### src/common/abc80_kbd_pkg.sv
// ==================================================
// ABC80 side of the keyboard path
// ==================================================

package abc80_kbd_pkg;

	// 7-bit character code as seen on PIO port A
	typedef logic [6:0] abc_char_t;

	// Word read by the computer on port A
	typedef struct packed {
		logic      keydown; // Bit 7, strobe level
		abc_char_t kcode;   // Bits 6..0
	} key_port_t;

	// Keyboard state that changes the translation
	typedef struct packed {
		logic shift;
		logic ctrl;
		logic upcase; // Caps-lock toggle, also shown on a LED
	} modifiers_t;

	// Lower-case bit inside a letter code
	localparam int CASE_BIT = 5;

	// ==================================================
	// Control characters
	// ==================================================

	localparam abc_char_t CHR_ETX = 7'h03; // Ctrl+C, break
	localparam abc_char_t CHR_BS  = 7'h08; // Backspace and cursor left
	localparam abc_char_t CHR_HT  = 7'h09; // Cursor right
	localparam abc_char_t CHR_CR  = 7'h0D;
	localparam abc_char_t CHR_CAN = 7'h18; // Ctrl+X, line cancel
	localparam abc_char_t CHR_SP  = 7'h20;
	localparam abc_char_t CHR_DEL = 7'h7F;

	// ==================================================
	// Auto-repeat timing in CLK12 cycles
	// ==================================================

	localparam int TIMER_W = 24;

	// About 167 ms before the first repeat
	localparam logic [TIMER_W-1:0] FIRST_DELAY  = 24'd2_000_000;
	// About 42 ms between repeats
	localparam logic [TIMER_W-1:0] REPEAT_DELAY = 24'd500_000;
	// About 25 ms of keydown per pulse
	localparam logic [TIMER_W-1:0] PULSE_LEN    = 24'd300_000;

endpackage

### src/common/ps2_pkg.sv
// ==================================================
// PS/2 side of the keyboard path
// ==================================================

package ps2_pkg;

	// One deserialized key event, valid with its strobe
	typedef struct packed {
		logic       pressed;  // Make (1) or break (0)
		logic       extended; // E0 prefix seen
		logic [7:0] code;     // Set 2 scancode
	} ps2_event_t;

	// ==================================================
	// Modifier and toggle keys
	// ==================================================

	localparam logic [7:0] SC_LSHIFT = 8'h12;
	localparam logic [7:0] SC_RSHIFT = 8'h59;
	localparam logic [7:0] SC_CTRL   = 8'h14; // Left and right (E0) ctrl share it
	localparam logic [7:0] SC_CAPS   = 8'h58;

	// ==================================================
	// Special keys
	// ==================================================

	localparam logic [7:0] SC_ENTER  = 8'h5A; // Main and keypad enter
	localparam logic [7:0] SC_SPACE  = 8'h29;
	localparam logic [7:0] SC_BKSP   = 8'h66;
	localparam logic [7:0] SC_LEFT   = 8'h6B; // Extended only
	localparam logic [7:0] SC_RIGHT  = 8'h74; // Extended only

	// Without the E0 prefix these two codes are keypad 4 and 6,
	// so the extended flag has to be part of every match

endpackage

### src/hw/abc80_keyboard.sv
module abc80_keyboard #(
	parameter logic [abc80_kbd_pkg::TIMER_W-1:0] FIRST_DELAY  = abc80_kbd_pkg::FIRST_DELAY,
	parameter logic [abc80_kbd_pkg::TIMER_W-1:0] REPEAT_DELAY = abc80_kbd_pkg::REPEAT_DELAY,
	parameter logic [abc80_kbd_pkg::TIMER_W-1:0] PULSE_LEN    = abc80_kbd_pkg::PULSE_LEN
) (
	input  logic                     CLK12,
	input  logic                     RESET,
	input  logic                     key_strobe,
	input  ps2_pkg::ps2_event_t      key_event,
	output abc80_kbd_pkg::key_port_t key_port,
	output logic                     upcase
);

	abc80_kbd_pkg::modifiers_t mods;
	abc80_kbd_pkg::abc_char_t  kcode;
	logic                      held;
	logic                      keydown;

	modifier_tracker u_mods (
		.CLK12      (CLK12),
		.RESET      (RESET),
		.key_strobe (key_strobe),
		.key_event  (key_event),
		.mods       (mods)
	);

	scancode_translator u_xlat (
		.CLK12      (CLK12),
		.RESET      (RESET),
		.key_strobe (key_strobe),
		.key_event  (key_event),
		.mods       (mods),
		.held       (held),
		.kcode      (kcode)
	);

	key_repeat #(
		.FIRST_DELAY  (FIRST_DELAY),
		.REPEAT_DELAY (REPEAT_DELAY),
		.PULSE_LEN    (PULSE_LEN)
	) u_rep (
		.CLK12   (CLK12),
		.RESET   (RESET),
		.held    (held),
		.keydown (keydown)
	);

	// PIO port A word
	assign key_port = '{keydown: keydown, kcode: kcode};
	assign upcase   = mods.upcase;

endmodule

### src/keyboard/key_repeat.sv
module key_repeat #(
	parameter logic [abc80_kbd_pkg::TIMER_W-1:0] FIRST_DELAY  = abc80_kbd_pkg::FIRST_DELAY,
	parameter logic [abc80_kbd_pkg::TIMER_W-1:0] REPEAT_DELAY = abc80_kbd_pkg::REPEAT_DELAY,
	parameter logic [abc80_kbd_pkg::TIMER_W-1:0] PULSE_LEN    = abc80_kbd_pkg::PULSE_LEN
) (
	input  logic CLK12,
	input  logic RESET,
	input  logic held,
	output logic keydown
);
	import abc80_kbd_pkg::*;

	logic               held_d;
	logic               press;
	logic [TIMER_W-1:0] pulse_cnt; // Remaining keydown cycles
	logic [TIMER_W-1:0] rep_cnt;   // Cycles until next repeat

	assign press = held && !held_d;

	// ==================================================
	// Pulse and repeat counters
	// ==================================================

	always_ff @(posedge CLK12) begin
		if (RESET) begin
			held_d    <= 1'b0;
			keydown   <= 1'b0;
			pulse_cnt <= '0;
			rep_cnt   <= '0;
		end else begin
			held_d <= held;

			if (|pulse_cnt)
				pulse_cnt <= pulse_cnt - 1'b1;
			else
				keydown <= 1'b0; // Pulse finished

			// New press wins over a running pulse
			if (press) begin
				keydown   <= 1'b1;
				rep_cnt   <= FIRST_DELAY;
				pulse_cnt <= PULSE_LEN;
			end else if (|rep_cnt) begin
				rep_cnt <= rep_cnt - 1'b1;
			end else if (held) begin
				keydown   <= 1'b1; // Auto-repeat
				rep_cnt   <= REPEAT_DELAY;
				pulse_cnt <= PULSE_LEN;
			end else begin
				keydown   <= 1'b0; // Released and timed out
				pulse_cnt <= '0;
			end
		end
	end

endmodule

### src/keyboard/modifier_tracker.sv
module modifier_tracker (
	input  logic                      CLK12,
	input  logic                      RESET,
	input  logic                      key_strobe,
	input  ps2_pkg::ps2_event_t       key_event,
	output abc80_kbd_pkg::modifiers_t mods
);
	import ps2_pkg::*;
	import abc80_kbd_pkg::*;

	logic       is_shift;
	logic       is_ctrl;
	logic       is_caps;
	modifiers_t mods_next;

	// Shift and caps are plain codes, ctrl matches either way
	assign is_shift = !key_event.extended &&
	                  (key_event.code == SC_LSHIFT || key_event.code == SC_RSHIFT);
	assign is_ctrl  = (key_event.code == SC_CTRL);
	assign is_caps  = !key_event.extended && (key_event.code == SC_CAPS);

	always_comb begin
		mods_next = mods;
		if (key_strobe) begin
			if (is_shift)
				mods_next.shift = key_event.pressed; // Level follows the key
			if (is_ctrl)
				mods_next.ctrl = key_event.pressed;
			if (is_caps && key_event.pressed)
				mods_next.upcase = !mods.upcase; // Break code ignored
		end
	end

	always_ff @(posedge CLK12) begin
		if (RESET)
			mods <= '0;
		else
			mods <= mods_next;
	end

endmodule

### src/keyboard/scancode_translator.sv
module scancode_translator (
	input  logic                      CLK12,
	input  logic                      RESET,
	input  logic                      key_strobe,
	input  ps2_pkg::ps2_event_t       key_event,
	input  abc80_kbd_pkg::modifiers_t mods,
	output logic                      held,
	output abc80_kbd_pkg::abc_char_t  kcode
);
	import ps2_pkg::*;
	import abc80_kbd_pkg::*;

	// One table lookup result
	typedef struct packed {
		logic      hit;
		logic      alpha; // Case follows shift and upcase
		abc_char_t code;
	} xlat_t;

	localparam xlat_t MISS = '{hit: 1'b0, alpha: 1'b0, code: '0};

	logic [10:0] sel;
	xlat_t       xl;
	abc_char_t   next_code;

	function automatic xlat_t plain(input abc_char_t c);
		return '{hit: 1'b1, alpha: 1'b0, code: c};
	endfunction

	function automatic xlat_t letter(input abc_char_t c);
		return '{hit: 1'b1, alpha: 1'b1, code: c};
	endfunction

	assign sel = {mods.ctrl, mods.shift, key_event.extended, key_event.code};

	// ==================================================
	// Key table, first match wins
	// ==================================================

	always_comb begin
		xl = MISS;
		casez (sel)
			{2'b0?, 1'b0, 8'h1C}: xl = letter(7'h41); // A
			{2'b0?, 1'b0, 8'h32}: xl = letter(7'h42); // B
			{2'b0?, 1'b0, 8'h21}: xl = letter(7'h43); // C
			{2'b0?, 1'b0, 8'h23}: xl = letter(7'h44); // D
			{2'b0?, 1'b0, 8'h24}: xl = letter(7'h45); // E
			{2'b0?, 1'b0, 8'h2B}: xl = letter(7'h46); // F
			{2'b0?, 1'b0, 8'h34}: xl = letter(7'h47); // G
			{2'b0?, 1'b0, 8'h33}: xl = letter(7'h48); // H
			{2'b0?, 1'b0, 8'h43}: xl = letter(7'h49); // I
			{2'b0?, 1'b0, 8'h3B}: xl = letter(7'h4A); // J
			{2'b0?, 1'b0, 8'h42}: xl = letter(7'h4B); // K
			{2'b0?, 1'b0, 8'h4B}: xl = letter(7'h4C); // L
			{2'b0?, 1'b0, 8'h3A}: xl = letter(7'h4D); // M
			{2'b0?, 1'b0, 8'h31}: xl = letter(7'h4E); // N
			{2'b0?, 1'b0, 8'h44}: xl = letter(7'h4F); // O
			{2'b0?, 1'b0, 8'h4D}: xl = letter(7'h50); // P
			{2'b0?, 1'b0, 8'h15}: xl = letter(7'h51); // Q
			{2'b0?, 1'b0, 8'h2D}: xl = letter(7'h52); // R
			{2'b0?, 1'b0, 8'h1B}: xl = letter(7'h53); // S
			{2'b0?, 1'b0, 8'h2C}: xl = letter(7'h54); // T
			{2'b0?, 1'b0, 8'h3C}: xl = letter(7'h55); // U
			{2'b0?, 1'b0, 8'h2A}: xl = letter(7'h56); // V
			{2'b0?, 1'b0, 8'h1D}: xl = letter(7'h57); // W
			{2'b0?, 1'b0, 8'h22}: xl = letter(7'h58); // X
			{2'b0?, 1'b0, 8'h35}: xl = letter(7'h59); // Y
			{2'b0?, 1'b0, 8'h1A}: xl = letter(7'h5A); // Z

			{2'b00, 1'b0, 8'h16}: xl = plain(7'h31); // Top row digits
			{2'b00, 1'b0, 8'h1E}: xl = plain(7'h32);
			{2'b00, 1'b0, 8'h26}: xl = plain(7'h33);
			{2'b00, 1'b0, 8'h25}: xl = plain(7'h34);
			{2'b00, 1'b0, 8'h2E}: xl = plain(7'h35);
			{2'b00, 1'b0, 8'h36}: xl = plain(7'h36);
			{2'b00, 1'b0, 8'h3D}: xl = plain(7'h37);
			{2'b00, 1'b0, 8'h3E}: xl = plain(7'h38);
			{2'b00, 1'b0, 8'h46}: xl = plain(7'h39);
			{2'b00, 1'b0, 8'h45}: xl = plain(7'h30);

			{2'b00, 1'b0, 8'h69}: xl = plain(7'h31); // Keypad digits
			{2'b00, 1'b0, 8'h72}: xl = plain(7'h32);
			{2'b00, 1'b0, 8'h7A}: xl = plain(7'h33);
			{2'b00, 1'b0, 8'h6B}: xl = plain(7'h34);
			{2'b00, 1'b0, 8'h73}: xl = plain(7'h35);
			{2'b00, 1'b0, 8'h74}: xl = plain(7'h36);
			{2'b00, 1'b0, 8'h6C}: xl = plain(7'h37);
			{2'b00, 1'b0, 8'h75}: xl = plain(7'h38);
			{2'b00, 1'b0, 8'h7D}: xl = plain(7'h39);
			{2'b00, 1'b0, 8'h70}: xl = plain(7'h30);

			{2'b01, 1'b0, 8'h16}: xl = plain(7'h21); // Shifted digits, Swedish layout
			{2'b01, 1'b0, 8'h1E}: xl = plain(7'h22);
			{2'b01, 1'b0, 8'h26}: xl = plain(7'h23);
			{2'b01, 1'b0, 8'h25}: xl = plain(7'h24);
			{2'b01, 1'b0, 8'h2E}: xl = plain(7'h25);
			{2'b01, 1'b0, 8'h36}: xl = plain(7'h26);
			{2'b01, 1'b0, 8'h3D}: xl = plain(7'h27);
			{2'b01, 1'b0, 8'h3E}: xl = plain(7'h28);
			{2'b01, 1'b0, 8'h46}: xl = plain(7'h29);
			{2'b01, 1'b0, 8'h45}: xl = plain(7'h3D);

			{2'b00, 1'b?, SC_ENTER}: xl = plain(CHR_CR);
			{2'b00, 1'b0, SC_SPACE}: xl = plain(CHR_SP);
			{2'b00, 1'b1, SC_LEFT}:  xl = plain(CHR_BS);
			{2'b00, 1'b0, SC_BKSP}:  xl = plain(CHR_BS);
			{2'b00, 1'b1, SC_RIGHT}: xl = plain(CHR_HT);
			{2'b10, 1'b0, 8'h21}:    xl = plain(CHR_ETX); // Ctrl+C
			{2'b10, 1'b0, 8'h22}:    xl = plain(CHR_CAN); // Ctrl+X

			{2'b00, 1'b0, 8'h41}: xl = plain(7'h2C); // Comma
			{2'b00, 1'b0, 8'h49}: xl = plain(7'h2E); // Period
			{2'b00, 1'b0, 8'h4A}: xl = plain(7'h2D); // Minus
			{2'b00, 1'b0, 8'h4E}: xl = plain(7'h2B); // Plus
			{2'b00, 1'b0, 8'h5D}: xl = plain(7'h27); // Apostrophe
			{2'b00, 1'b0, 8'h0E}: xl = plain(7'h3C); // Key left of 1
			{2'b01, 1'b0, 8'h41}: xl = plain(7'h3B);
			{2'b01, 1'b0, 8'h49}: xl = plain(7'h3A);
			{2'b01, 1'b0, 8'h4A}: xl = plain(7'h5F);
			{2'b01, 1'b0, 8'h4E}: xl = plain(7'h3F);
			{2'b01, 1'b0, 8'h5D}: xl = plain(7'h2A);
			{2'b01, 1'b0, 8'h0E}: xl = plain(7'h3E);
			{2'b1?, 1'b0, 8'h0E}: xl = plain(CHR_DEL);

			{2'b0?, 1'b0, 8'h55}: xl = letter(7'h40); // E acute
			{2'b0?, 1'b0, 8'h54}: xl = letter(7'h5D); // A ring
			{2'b0?, 1'b0, 8'h5B}: xl = letter(7'h5E); // U umlaut
			{2'b0?, 1'b0, 8'h4C}: xl = letter(7'h5C); // O umlaut
			{2'b0?, 1'b0, 8'h52}: xl = letter(7'h5B); // A umlaut
			default:              xl = MISS;
		endcase
	end

	// Lower case when shift and upcase agree
	always_comb begin
		next_code = xl.code;
		if (xl.alpha)
			next_code[CASE_BIT] = (mods.shift == mods.upcase);
	end

	always_ff @(posedge CLK12) begin
		if (RESET) begin
			held  <= 1'b0;
			kcode <= '0;
		end else if (key_strobe && xl.hit) begin
			held  <= key_event.pressed; // Break of any mapped key releases
			kcode <= next_code;
		end
	end

endmodule

### config.mk
export PLATFORM = sky130hd
export DESIGN_NAME = abc80_keyboard
export DESIGN_NICKNAME = d
export VERILOG_FILES = /design/src/common/abc80_kbd_pkg.sv /design/src/common/ps2_pkg.sv /design/src/hw/abc80_keyboard.sv /design/src/keyboard/key_repeat.sv /design/src/keyboard/modifier_tracker.sv /design/src/keyboard/scancode_translator.sv
export SDC_FILE = /design/constraint.sdc
export NUM_CORES = 1
export LEC_CHECK = 0
export BUFFER_PORTS_ARGS = -buffer_cell sky130_fd_sc_hd__buf_4
export CAP_MARGIN = 20
export CORE_MARGIN = 2
export CORE_UTILIZATION = 62
export DETAILED_ROUTE_END_ITERATION = 10
export PLACE_DENSITY = 0.81
export SLEW_MARGIN = 25
export SYNTH_ARGS = -nofsm -noshare
export SYNTH_HDL_FRONTEND = slang
export SYNTH_SLANG_ARGS = --single-unit
### constraint.sdc
create_clock -name CLK12 -period 3.6 [get_ports CLK12]
set_input_delay 0 -clock CLK12 [delete_from_list [all_inputs] [get_ports CLK12]]
set_output_delay 0 -clock CLK12 [all_outputs]
set_load 0.005 [all_outputs]
==> results.md, run 1 <==
* TritonCTS buffer count at 9
* Worst setup path category: flip-flop to flip-flop
* Crit-path cells: nor2_1 -> nand2_1 -> o31ai_1 -> or4_1 -> or4_1 -> o31ai_4 -> mux2i_1
* Cell types occupying the most area after synthesis: sky130_fd_sc_hd__dfxtp_1 (27%), sky130_fd_sc_hd__nor2_1 (5.5%), sky130_fd_sc_hd__xnor2_1 (4.6%)
* Setup Total Neg Slack at 0 ns
* Type of origin of the critical path: flip-flop
* Flop and latch count out of synthesis at between 60 and 70
* Pwr Total at about 3.5 mW
* Total DRC errors in the routed layout at 0
* Filler cell count in the final layout at about 590
* Logic depth of the worst setup path including buffers at 7
* CP endpoint: u_xlat.kcode[3]$_SDFFE_PP0P_
* Worst path max stage delay at just over 0.6 ns
* Number of standard cells in the layout, taps in and fillers out at around 710
* Std-Cell Core Area at roughly 0.0072 mm2
* Post-synth top area share at roughly a quarter
* Number of gates resized after cts at 0
* First drt pass iteration count at 5
* Overall die height at 90.1 um
* CTS root buf: sky130_fd_sc_hd__clkbuf_8
* Cell area after synthesis at between 0.004 and 0.005 mm2
* Post-Route Utilization at between 60% and 70%
* Total inserted antenna cells at 0
* Unique masters post-synth at 81
* Detailed placement HPWL at 9710 um
* MaxCap Viol Count at 0
* Fraction of final layout cells with drive strength greater than 1 at 12.0%
* Max_slew headroom at 37.2%
* Worst-Margin Slew at roughly 0.94 ns
* Net total in the final layout at around 620
* Startpoint of the worst register-to-register path: u_mods.mods[1]$_SDFFE_PP0P_
* Final period util at 81.2%
* Width of the die at around 90 um
* Static leakage at about 1.8 nW
* Cell occurring most often along the worst timing path: sky130_fd_sc_hd__or4_1
* P&R area growth vs syn at 8.01%
* Arrival time worst endpoint at 3.18 ns
* Clock slew at the register clock pins of the worst setup and hold paths at 0.08 ns
* DR vias at between 4k and 5k
* Number of nets with antenna violations after routing at 0
* Port Buf Inserts at 21
* Power per unit of standard cell area at slightly below 700 mW/mm2
* Result of the run: finished clean
* Initial antenna violation count at 0
* Unrepaired setup endpoints after global routing: false
* Count of hold buffers inserted by post-cts repair at 1
* Boundary Pins at 22
* Peak ir drop on the vdd network at around 0.37 mV
* Count of warnings emitted by yosys at 0
* Clock tree from TritonCTS: yes
* Routability congestion estimate from global placement at about 0.99
* Worst slack after detailed placement at about 0.75 ns
* Clk_lat worst skew at between 0.3 and 0.4 ns
* Area post-placement at roughly 0.0048 mm2
* Cell with the largest stage delay on the worst path: sky130_fd_sc_hd__or4_1
* Largest net degree at the start of global routing at 40
* Total congestion overflow at 0
* Final-report max-slew violation count at 0
* Placement Rows at 31
* Buffer levels on the longest clock path at 2
* DR vias/cell at just under 7
* Number of hold-slack violations in the final timing report at 0
* Endpoint of the worst-slack reg-to-reg timing path: u_xlat.kcode[3]$_SDFFE_PP0P_
* Share of synthesized registers carrying an async set or reset at 0%
* Startpoint of the worst setup timing path: u_mods.mods[1]$_SDFFE_PP0P_
* Cell count after placement at about 700
* Number of cells traversed by the worst register-to-register path at 7
* Data required time at the worst endpoint at between 3 and 4 ns
* GR Util All Layers at between 30% and 40%
* Initial core utilization at 63.7%
* Critical path fanouts, max at 13
* Footprint of the multi-input gates at a little over 0.003 mm2
* Vias in the first global route at roughly 4.5k
* Setup violators final at 0
* Avg Inst Size Synth at around 7.6 um2
* Area of the die at between 0.008 and 0.009 mm2
* Number of enable-type register cells in the synthesized netlist at 0
* Gate family responsible for the most delay along the worst path: simple AND/OR/NAND/NOR gates
* Worst hold slack at around 0.019 ns
* Worst setup margin at 0.677 ns
* Timing-limited maximum frequency at approximately 0.34 GHz
* Worst hold path class: input pin to flip-flop
* Final Instance Area at 0.00496 mm2
* R2R setup slack at between 0.6 and 0.7 ns
* Seq/Total Area, Yosys at between 20% and 30%
* Final Skew at between 0.01 and 0.015 ns
* Net count after synthesis at slightly above 600
* Post-synth top area cell: sky130_fd_sc_hd__dfxtp_1
* Total area of sequential cells at between 0.001 and 0.0015 mm2
* Routed Wire Length at roughly 14000 um
* Sort of element at the end of the critical path: flip-flop
* Mapped Cells at a little over 600
* Ys flop type: sky130_fd_sc_hd__dfxtp_1
* Global-route wire length before repair at 22200 um
* Buffers & Inverters on Critical Path at 0
* Number of design-rule violations left by the first detailed-router iteration at 280
* Min cycle time layout at between 2 and 3 ns
* Number of sinks driven by the clock tree at 61
* Buffers inserted by post-CTS timing repair at 0
* H-tree depth at 3
* DR WL/cell at just under 20 um
worst register-to-register path, stage by stage (launching register included):
cell,delay [ns]
sky130_fd_sc_hd__dfxtp_1,0.53
sky130_fd_sc_hd__nor2_1,0.26
sky130_fd_sc_hd__nand2_1,0.19
sky130_fd_sc_hd__o31ai_1,0.10
sky130_fd_sc_hd__or4_1,0.58
sky130_fd_sc_hd__or4_1,0.61
sky130_fd_sc_hd__o31ai_4,0.36
sky130_fd_sc_hd__mux2i_1,0.21
state kept, by name (all words and copies together), names as in the netlist:
register / count
u_rep.held_d: 1
u_rep.keydown: 1
u_xlat.held: 1
u_mods.mods: 3
u_rep.pulse_cnt: 24
u_rep.rep_cnt: 24
u_xlat.kcode: 7
report_power, final:
part	internal, mW	leakage (nW)	switching [mW]
combinational	0.748	1.24	0.973
clock	0.351	0.101	0.273
sequential	0.898	0.499	0.208
total	2.00	1.84	1.45
Yosys cell counts, types with 7 or more instances:
cell                       count
sky130_fd_sc_hd__dfxtp_1      61
sky130_fd_sc_hd__a211oi_1      8
sky130_fd_sc_hd__inv_1        19
sky130_fd_sc_hd__nor2_1       67
sky130_fd_sc_hd__xnor2_1      24
sky130_fd_sc_hd__o21ai_0      19
sky130_fd_sc_hd__nand3_1      24
sky130_fd_sc_hd__or3_1        10
sky130_fd_sc_hd__o22ai_1       7
sky130_fd_sc_hd__buf_2        17
sky130_fd_sc_hd__nor4b_1       8
sky130_fd_sc_hd__nor3_1       31
sky130_fd_sc_hd__nor4bb_1      7
sky130_fd_sc_hd__nor2b_1      11
sky130_fd_sc_hd__nand2_1      35
sky130_fd_sc_hd__nor4_1       23
sky130_fd_sc_hd__xor2_1       14
sky130_fd_sc_hd__nand2b_1      8
sky130_fd_sc_hd__a21oi_1      40
sky130_fd_sc_hd__a31oi_1       7
sky130_fd_sc_hd__a21o_1        7
sky130_fd_sc_hd__clkbuf_1     25
sky130_fd_sc_hd__or4_1         8
per-layer routing:
layer,vias up,track usage (%),routed length [um]
li1,2263,-,-
met1,2212,40.3,5490
met2,236,56.8,6540
met3,51,5.20,1030
met4,0,18.3,597
met5,-,0,0
cell families (layout without fill, tap and decap cells):
kind of cell | Yosys count | count (layout) | synth area share, %
simple gates | 291 | 291 | 36.7
compound gates | 140 | 140 | 21.0
buf+inv | 65 | 67 | 6.02
flops | 61 | 61 | 26.6
xor+xnor | 38 | 38 | 7.25
mux | 7 | 7 | 1.55
fa+ha+maj | 3 | 3 | 0.817
area by class of cell:
type / count / share of cell area (%)
Clock buffer: 11 / 3.05
Tap cell: 99 / 2.50
Multi-Input combinational cell: 479 / 62.4
Sequential cell: 61 / 24.6
Timing Repair Buffer: 33 / 5.04
Clock inverter: 4 / 0.958
Inverter: 19 / 1.44
worst min-delay path by stage:
stage          slack (ns)                           to         start  cells past startpoint
2_1_floorplan        0.08      u_rep.held_d$_SDFF_PP0_         RESET                      1
6_report             0.02  u_mods.mods[1]$_SDFFE_PP0P_         RESET                      2
5_1_grt              0.02  u_mods.mods[0]$_SDFFE_PP0P_         RESET                      2
3_3_place_gp         0.28  u_mods.mods[1]$_SDFFE_PP0P_  key_event[9]                      3
4_1_cts             0.006  u_mods.mods[1]$_SDFFE_PP0P_         RESET                      2
3_5_place_dp         0.30  u_mods.mods[1]$_SDFFE_PP0P_  key_event[9]                      3
layout by cell type (no fill, tap or decap), types with 6 or more instances in the layout:
cell type,synthesis,final
sky130_fd_sc_hd__or4_1,8,8
sky130_fd_sc_hd__o22ai_1,7,7
sky130_fd_sc_hd__nand3_1,24,24
sky130_fd_sc_hd__nand2_1,35,35
sky130_fd_sc_hd__or3_1,10,10
sky130_fd_sc_hd__xnor2_1,24,24
sky130_fd_sc_hd__nand2b_1,8,8
sky130_fd_sc_hd__nor2b_1,11,11
sky130_fd_sc_hd__nand3b_1,6,6
sky130_fd_sc_hd__mux2i_1,6,6
sky130_fd_sc_hd__clkbuf_8,0,11
sky130_fd_sc_hd__nor4bb_1,7,7
sky130_fd_sc_hd__a22oi_1,6,6
sky130_fd_sc_hd__a21o_1,7,7
sky130_fd_sc_hd__nor4b_1,8,8
sky130_fd_sc_hd__dfxtp_1,61,61
sky130_fd_sc_hd__a31oi_1,7,7
sky130_fd_sc_hd__nor2_1,67,67
sky130_fd_sc_hd__inv_1,19,19
sky130_fd_sc_hd__o21ai_0,19,19
sky130_fd_sc_hd__nor3b_1,6,6
sky130_fd_sc_hd__xor2_1,14,14
sky130_fd_sc_hd__buf_4,1,32
sky130_fd_sc_hd__a21oi_1,40,40
sky130_fd_sc_hd__nor4_1,23,23
sky130_fd_sc_hd__nand4_1,6,6
sky130_fd_sc_hd__nor3_1,31,31
sky130_fd_sc_hd__a211oi_1,8,8
(Power assumes the default switching activity.)
==> run 2, diff against run 1 <==
clock period = 2.7 ns   (was 3.6 ns; I/O delays follow)
==> results.md, run 2 (synthesis results as in run 1) <==
* Std-Cell Core Area at 0.00721 mm2 (unchanged)
* Routed Wire Length at 14600 um (+7.1%)
* Clock tree from TritonCTS: yes
* Overall die height at 90.1 um (unchanged)
* First drt pass iteration count at 7 (+2)
* DR vias/cell at 6.85 (+1.6%)
* Vias in the first global route at 4837 (+7.6%)
* DR WL/cell at 19.8 um (+2.2%)
* Regs by FF count: u_rep.pulse_cnt: 24 flops, u_rep.rep_cnt: 24 flops, u_xlat.kcode: 7 flops
* Static leakage at 2.01 nW (+9.4%)
* Number of hold-slack violations in the final timing report at 0 (unchanged)
* Net total in the final layout at 652 (+5.3%)
* Final Instance Area at 0.00525 mm2 (+5.8%)
* Final period util at 95.8% (+15 points)
* DR vias at 5072 (+6.5%)
* Setup violators final at 0 (unchanged)
* Total area of sequential cells at 0.00122 mm2 (+0.10%)
* Critical path fanouts, max at 9 (-4)
* Worst setup path category: flip-flop to flip-flop
* Data required time at the worst endpoint at 2.92 ns (-0.94 ns)
* Buffer levels on the longest clock path at 2 (unchanged)
* Placement Rows at 31 (unchanged)
* Number of nets with antenna violations after routing at 0 (unchanged)
* Boundary Pins at 22 (unchanged)
* Fraction of final layout cells with drive strength greater than 1 at 17.5% (+5.4 points)
* Footprint of the multi-input gates at 0.00312 mm2 (+0.77%)
* Min cycle time layout at 2.59 ns (-0.336 ns)
* CTS root buf: sky130_fd_sc_hd__clkbuf_8
* P&R area growth vs syn at 14.3%
* Top library cells by usage in the layout, fill and taps aside: sky130_fd_sc_hd__nor2_1 (65), sky130_fd_sc_hd__buf_4 (65), sky130_fd_sc_hd__dfxtp_1 (60)
* Worst hold path class: input pin to flip-flop
* Startpoint of the worst register-to-register path: u_mods.mods[1]$_SDFFE_PP0P_
* Peak ir drop on the vdd network at 0.385 mV (+5.2%)
* Cell count after placement at 723 (+4.8%)
* Width of the die at 90.1 um (unchanged)
* Pwr Total at 4.80 mW (+39%)
* Routability congestion estimate from global placement at 1.08 (+9.0%)
* Startpoint of the worst setup timing path: u_mods.mods[1]$_SDFFE_PP0P_
* Final Skew at 0.0142 ns (+0.000354 ns)
* Global-route wire length before repair at 23900 um (+7.4%)
* Area of the die at 0.00811 mm2 (unchanged)
* Result of the run: finished clean
* Clk_lat worst skew at 0.34 ns (about the same)
* Initial antenna violation count at 0 (unchanged)
* Detailed placement HPWL at 10500 um (+8.0%)
* Largest net degree at the start of global routing at 33 (-18%)
* Initial core utilization at 63.7% (unchanged)
* Final-report max-slew violation count at 0 (unchanged)
* Number of design-rule violations left by the first detailed-router iteration at 382 (+36%)
* Type of origin of the critical path: flip-flop
* Buffers inserted by post-CTS timing repair at 0 (unchanged)
* Power per unit of standard cell area at 914 mW/mm2 (+31%)
* Timing-limited maximum frequency at 0.387 GHz (+13%)
* MaxCap Viol Count at 0 (unchanged)
* Sort of element at the end of the critical path: flip-flop
* H-tree depth at 3 (unchanged)
* TritonCTS buffer count at 9 (unchanged)
* Clock slew at the register clock pins of the worst setup and hold paths at 0.07 ns (about the same)
* GR Util All Layers at 36.3% (+2.9 points)
* Filler cell count in the final layout at 598 (+0.84%)
* Number of sinks driven by the clock tree at 61 (unchanged)
* Unrepaired setup endpoints after global routing: false
* Total inserted antenna cells at 0 (unchanged)
* Max_slew headroom at 24.3% (-13 points)
* Arrival time worst endpoint at 2.80 ns (-0.38 ns)
* Area post-placement at 0.00500 mm2 (+5.2%)
* Number of standard cells in the layout, taps in and fillers out at 740 (+4.8%)
* Worst setup margin at 0.114 ns (-0.564 ns)
* Hold_sp: RESET
* Worst-Margin Slew at 1.12 ns (+0.180 ns)
* Total congestion overflow at 0 (unchanged)
* Total DRC errors in the routed layout at 0 (unchanged)
* Worst slack after detailed placement at -0.0132 ns (-0.762 ns)
* Port Buf Inserts at 21 (unchanged)
==> run 2: per-layer routing <==
metal  track usage (%)  routed length (um)
met1              42.8                5460
met2              61.8                7130
met3              6.54                1240
met4              20.8                 787
met5                 0                   0
==> run 2: worst paths after layout <==
path / end / slack (ns) / cells past startpoint
hold / removal: u_mods.mods[0]$_SDFFE_PP0P_ / 0.03 / 2
hold reg to reg: u_xlat.kcode[3]$_SDFFE_PP0P_ / 0.49 / 2
setup / recovery: u_xlat.held$_SDFFE_PP0P_ / 0.11 / 8
setup reg to reg: u_xlat.held$_SDFFE_PP0P_ / 0.11 / 8
==> run 2: stage by stage <==
stage / setup TNS [ns] / utilization, % / hold WS, ns
floorplan: 0 / - / 0.0759
global placement: -0.0109 / 69.3 / 0.283
detailed placement: -0.0132 / 69.3 / 0.303
CTS: 0 / 72.4 / 0.0148
global route: 0 / 72.8 / 0.0236
finish: 0 / 72.8 / 0.0274
==> run 2: cell type report <==
| class | instances | area share, % |
|---|---|---|
| Multi-Input combinational cell | 479 | 59.4 |
| Sequential cell | 61 | 23.3 |
| Timing Repair Buffer | 66 | 9.49 |
| Clock buffer | 10 | 2.43 |
| Tap cell | 99 | 2.36 |
| Clock inverter | 6 | 1.67 |
| Inverter | 19 | 1.36 |
==> run 2: repair_timing <==
action	4_1_cts	5_1_grt
endpoints found under the hold margin	2	0
setup endpoints to repair	0	14
hold buffers	1	0
gates resized for setup	0	6
==> run 2: power breakdown <==
| group | leakage (nW) | internal [mW] | total [mW] | switching, mW |
|---|---|---|---|---|
| combinational | 1.40 | 1.07 | 2.44 | 1.37 |
| sequential | 0.500 | 1.20 | 1.47 | 0.277 |
| clock | 0.110 | 0.520 | 0.880 | 0.361 |
| total | 2.01 | 2.79 | 4.80 | 2.01 |
==> run 2: critical path, stage by stage, from the launching register on <==
cell and delay (ns):
sky130_fd_sc_hd__dfxtp_2 0.34, sky130_fd_sc_hd__buf_4 0.16, sky130_fd_sc_hd__or3_1 0.44, sky130_fd_sc_hd__or3_1 0.37, sky130_fd_sc_hd__o22ai_1 0.17, sky130_fd_sc_hd__a211oi_1 0.12, sky130_fd_sc_hd__and3b_1 0.23, sky130_fd_sc_hd__a31oi_2 0.26
sky130_fd_sc_hd__mux2_2 0.37
==> run 3, diff against run 2 <==
CELL_PAD_IN_SITES_DETAIL_PLACEMENT = 1   (was default)
CELL_PAD_IN_SITES_GLOBAL_PLACEMENT = 1   (was default)
CORE_UTILIZATION = 46   (was 62)
PLACE_DENSITY = 0.9   (was 0.81)
==> results.md, run 3 (synthesis results as in run 1) <==
* Detailed placement HPWL at 13400 um (+28%)
* GR Util All Layers at 32.9% (-3.4 points)
* Initial antenna violation count at 0 (unchanged)
* Total DRC errors in the routed layout at 0 (unchanged)
* Clock slew at the register clock pins of the worst setup and hold paths at 0.07 ns (about the same)
* Top routing layer used: met4
* DR WL/cell at 22.3 um (+13%)
* Std-Cell Core Area at 0.00973 mm2 (+35%)
* Unrepaired setup endpoints after global routing: true
* Number of nets with antenna violations after routing at 0 (unchanged)
* TritonCTS buffer count at 9 (unchanged)
* Final Instance Area at 0.00546 mm2 (+3.9%)
* Placement Rows at 36 (+16%)
* Fraction of final layout cells with drive strength greater than 1 at 20.2% (+2.7 points)
* Port Buf Inserts at 21 (unchanged)
* Clk_lat worst skew at 0.35 ns (about the same)
* Cell count after placement at 779 (+7.7%)
* Power per unit of standard cell area at 910 mW/mm2 (-0.40%)
* First drt pass iteration count at 5 (-2)
* Top library cells by usage in the layout, fill and taps aside: sky130_fd_sc_hd__buf_4 (86), sky130_fd_sc_hd__nor2_1 (66), sky130_fd_sc_hd__dfxtp_1 (60)
* R2R setup slack at 0.07 ns (-0.04 ns)
* CTS root buf: sky130_fd_sc_hd__clkbuf_8
* Wl on met1 at 7740 um (+42%)
* Worst setup margin at 0.0748 ns (-0.0388 ns)
* Number of hold-slack violations in the final timing report at 0 (unchanged)
* Pwr Total at 4.97 mW (+3.5%)
* Timing-limited maximum frequency at 0.381 GHz (-1.5%)
* Total inserted antenna cells at 0 (unchanged)
* Peak ir drop on the vdd network at 0.565 mV (+47%)
* Most common cell after layout, fill and taps aside: sky130_fd_sc_hd__buf_4
* Final Skew at 0.00599 ns (-0.00825 ns)
* Regs by FF count: u_rep.pulse_cnt: 24 flops, u_rep.rep_cnt: 24 flops, u_xlat.kcode: 7 flops
* Net total in the final layout at 674 (+3.4%)
* Clock tree from TritonCTS: yes
* Worst hold slack at 0.0172 ns (-0.0102 ns)
* Number of standard cells in the layout, taps in and fillers out at 796 (+7.6%)
* Min cycle time layout at 2.63 ns (+0.0388 ns)
* Met3 routed WL at 1340 um (+7.3%)
* Critical path fanouts, max at 15 (+6)
* MaxCap Viol Count at 0 (unchanged)
* Setup Total Neg Slack at 0 ns (unchanged)
* Routed Wire Length at 17700 um (+21%)
* Setup violators final at 0 (unchanged)
* H-tree depth at 3 (unchanged)
* Largest net degree at the start of global routing at 27 (-18%)
* Arrival time worst endpoint at 2.84 ns (+0.04 ns)
* Worst-Margin Slew at 0.771 ns (-0.349 ns)
* DR vias at 5184 (+2.2%)
* Final-report max-slew violation count at 0 (unchanged)
* Worst setup path category: flip-flop to flip-flop
* Endpoint of the worst-slack reg-to-reg timing path: u_rep.rep_cnt[13]$_SDFFE_PP0P_
* Static leakage at 2.11 nW (+4.9%)
* Startpoint of the worst register-to-register path: u_rep.rep_cnt[10]$_SDFFE_PP0P_
* Width of the die at 104 um (+15%)
* Area of the die at 0.0108 mm2 (+33%)
* Final period util at 97.2% (+1.4 points)
* Area post-placement at 0.00522 mm2 (+4.4%)
* P&R area growth vs syn at 18.8%
* Max_slew headroom at 47.9% (+24 points)
* Sort of element at the end of the critical path: flip-flop
* Number of sinks driven by the clock tree at 61 (unchanged)
* Boundary Pins at 22 (unchanged)
* Overall die height at 104 um (+15%)
* Worst slack after detailed placement at -0.00131 ns (+0.0119 ns)
* Result of the run: finished clean
* Vias in the first global route at 5238 (+8.3%)
* Post-Route Utilization at 56.1% (-17 points)
* Initial core utilization at 47.2% (-16 points)
* Total congestion overflow at 0 (unchanged)
* Filler cell count in the final layout at 1233 (+110%)
* Routability congestion estimate from global placement at 0.990 (-8.5%)
* Startpoint of the worst setup timing path: u_rep.rep_cnt[10]$_SDFFE_PP0P_
* Worst hold path class: input pin to flip-flop
* Buffer levels on the longest clock path at 2 (unchanged)
* Number of design-rule violations left by the first detailed-router iteration at 390 (+2.1%)
* Number of cells traversed by the worst register-to-register path at 9 (+1)
* Data required time at the worst endpoint at 2.92 ns (about the same)
* Type of origin of the critical path: flip-flop
* DR vias/cell at 6.51 (-5.0%)
* Met2 routed wirelength at 8370 um (+17%)
* CP endpoint: u_rep.rep_cnt[13]$_SDFFE_PP0P_
* Global-route wire length before repair at 28500 um (+19%)
## run 3: how the worst min path moves through the flow
stage                       from                        endpoint  slack [ns]  cells after the start
finish                     RESET     u_mods.mods[1]$_SDFFE_PP0P_        0.02                      2
global route               RESET  u_rep.rep_cnt[19]$_SDFFE_PP0P_        0.04                      2
CTS                        RESET     u_mods.mods[1]$_SDFFE_PP0P_        0.02                      2
detailed placement  key_event[9]     u_mods.mods[2]$_SDFFE_PP0P_        0.32                      3
global placement    key_event[9]     u_mods.mods[1]$_SDFFE_PP0P_        0.30                      3
floorplan                  RESET         u_rep.held_d$_SDFF_PP0_        0.08                      1
## run 3: area by class of cell
type	instances	area [um2]	area share [%]
clock buffer	12	145	2.66
multi-input combinational	479	3130	57.3
inverter	19	71.3	1.31
tap	133	166	3.05
timing repair buffer	88	676	12.4
clock inverter	4	47.5	0.871
sequential	61	1220	22.4
## run 3: where the power goes
group          switching, mW  internal (mW)
clock                  0.367          0.449
combinational           1.51           1.13
sequential             0.309           1.20
total                   2.19           2.78
## run 3: repair_timing
action	in CTS	in global routing
hold endpoints to repair	2	0
buffers inserted	0	0
setup endpoints to repair	0	15
hold buffers	1	0
resized for setup	0	7
## run 3: critical path, stage by stage (launching register included)
cell and delay, ns:
sky130_fd_sc_hd__dfxtp_1 0.35, sky130_fd_sc_hd__or4_1 0.61, sky130_fd_sc_hd__nor4_2 0.40, sky130_fd_sc_hd__nand3_1 0.17, sky130_fd_sc_hd__buf_4 0.24, sky130_fd_sc_hd__nor2_1 0.23
sky130_fd_sc_hd__buf_4 0.20, sky130_fd_sc_hd__o21ba_2 0.16, sky130_fd_sc_hd__nor2_1 0.09, sky130_fd_sc_hd__a211oi_1 0.06
## run 3: metal layers
metal	vias to the layer above	global-route usage [%]
li1	2358	-
met1	2585	44.3
met2	211	54.1
met3	30	7.14
met4	0	7.14
met5	-	0
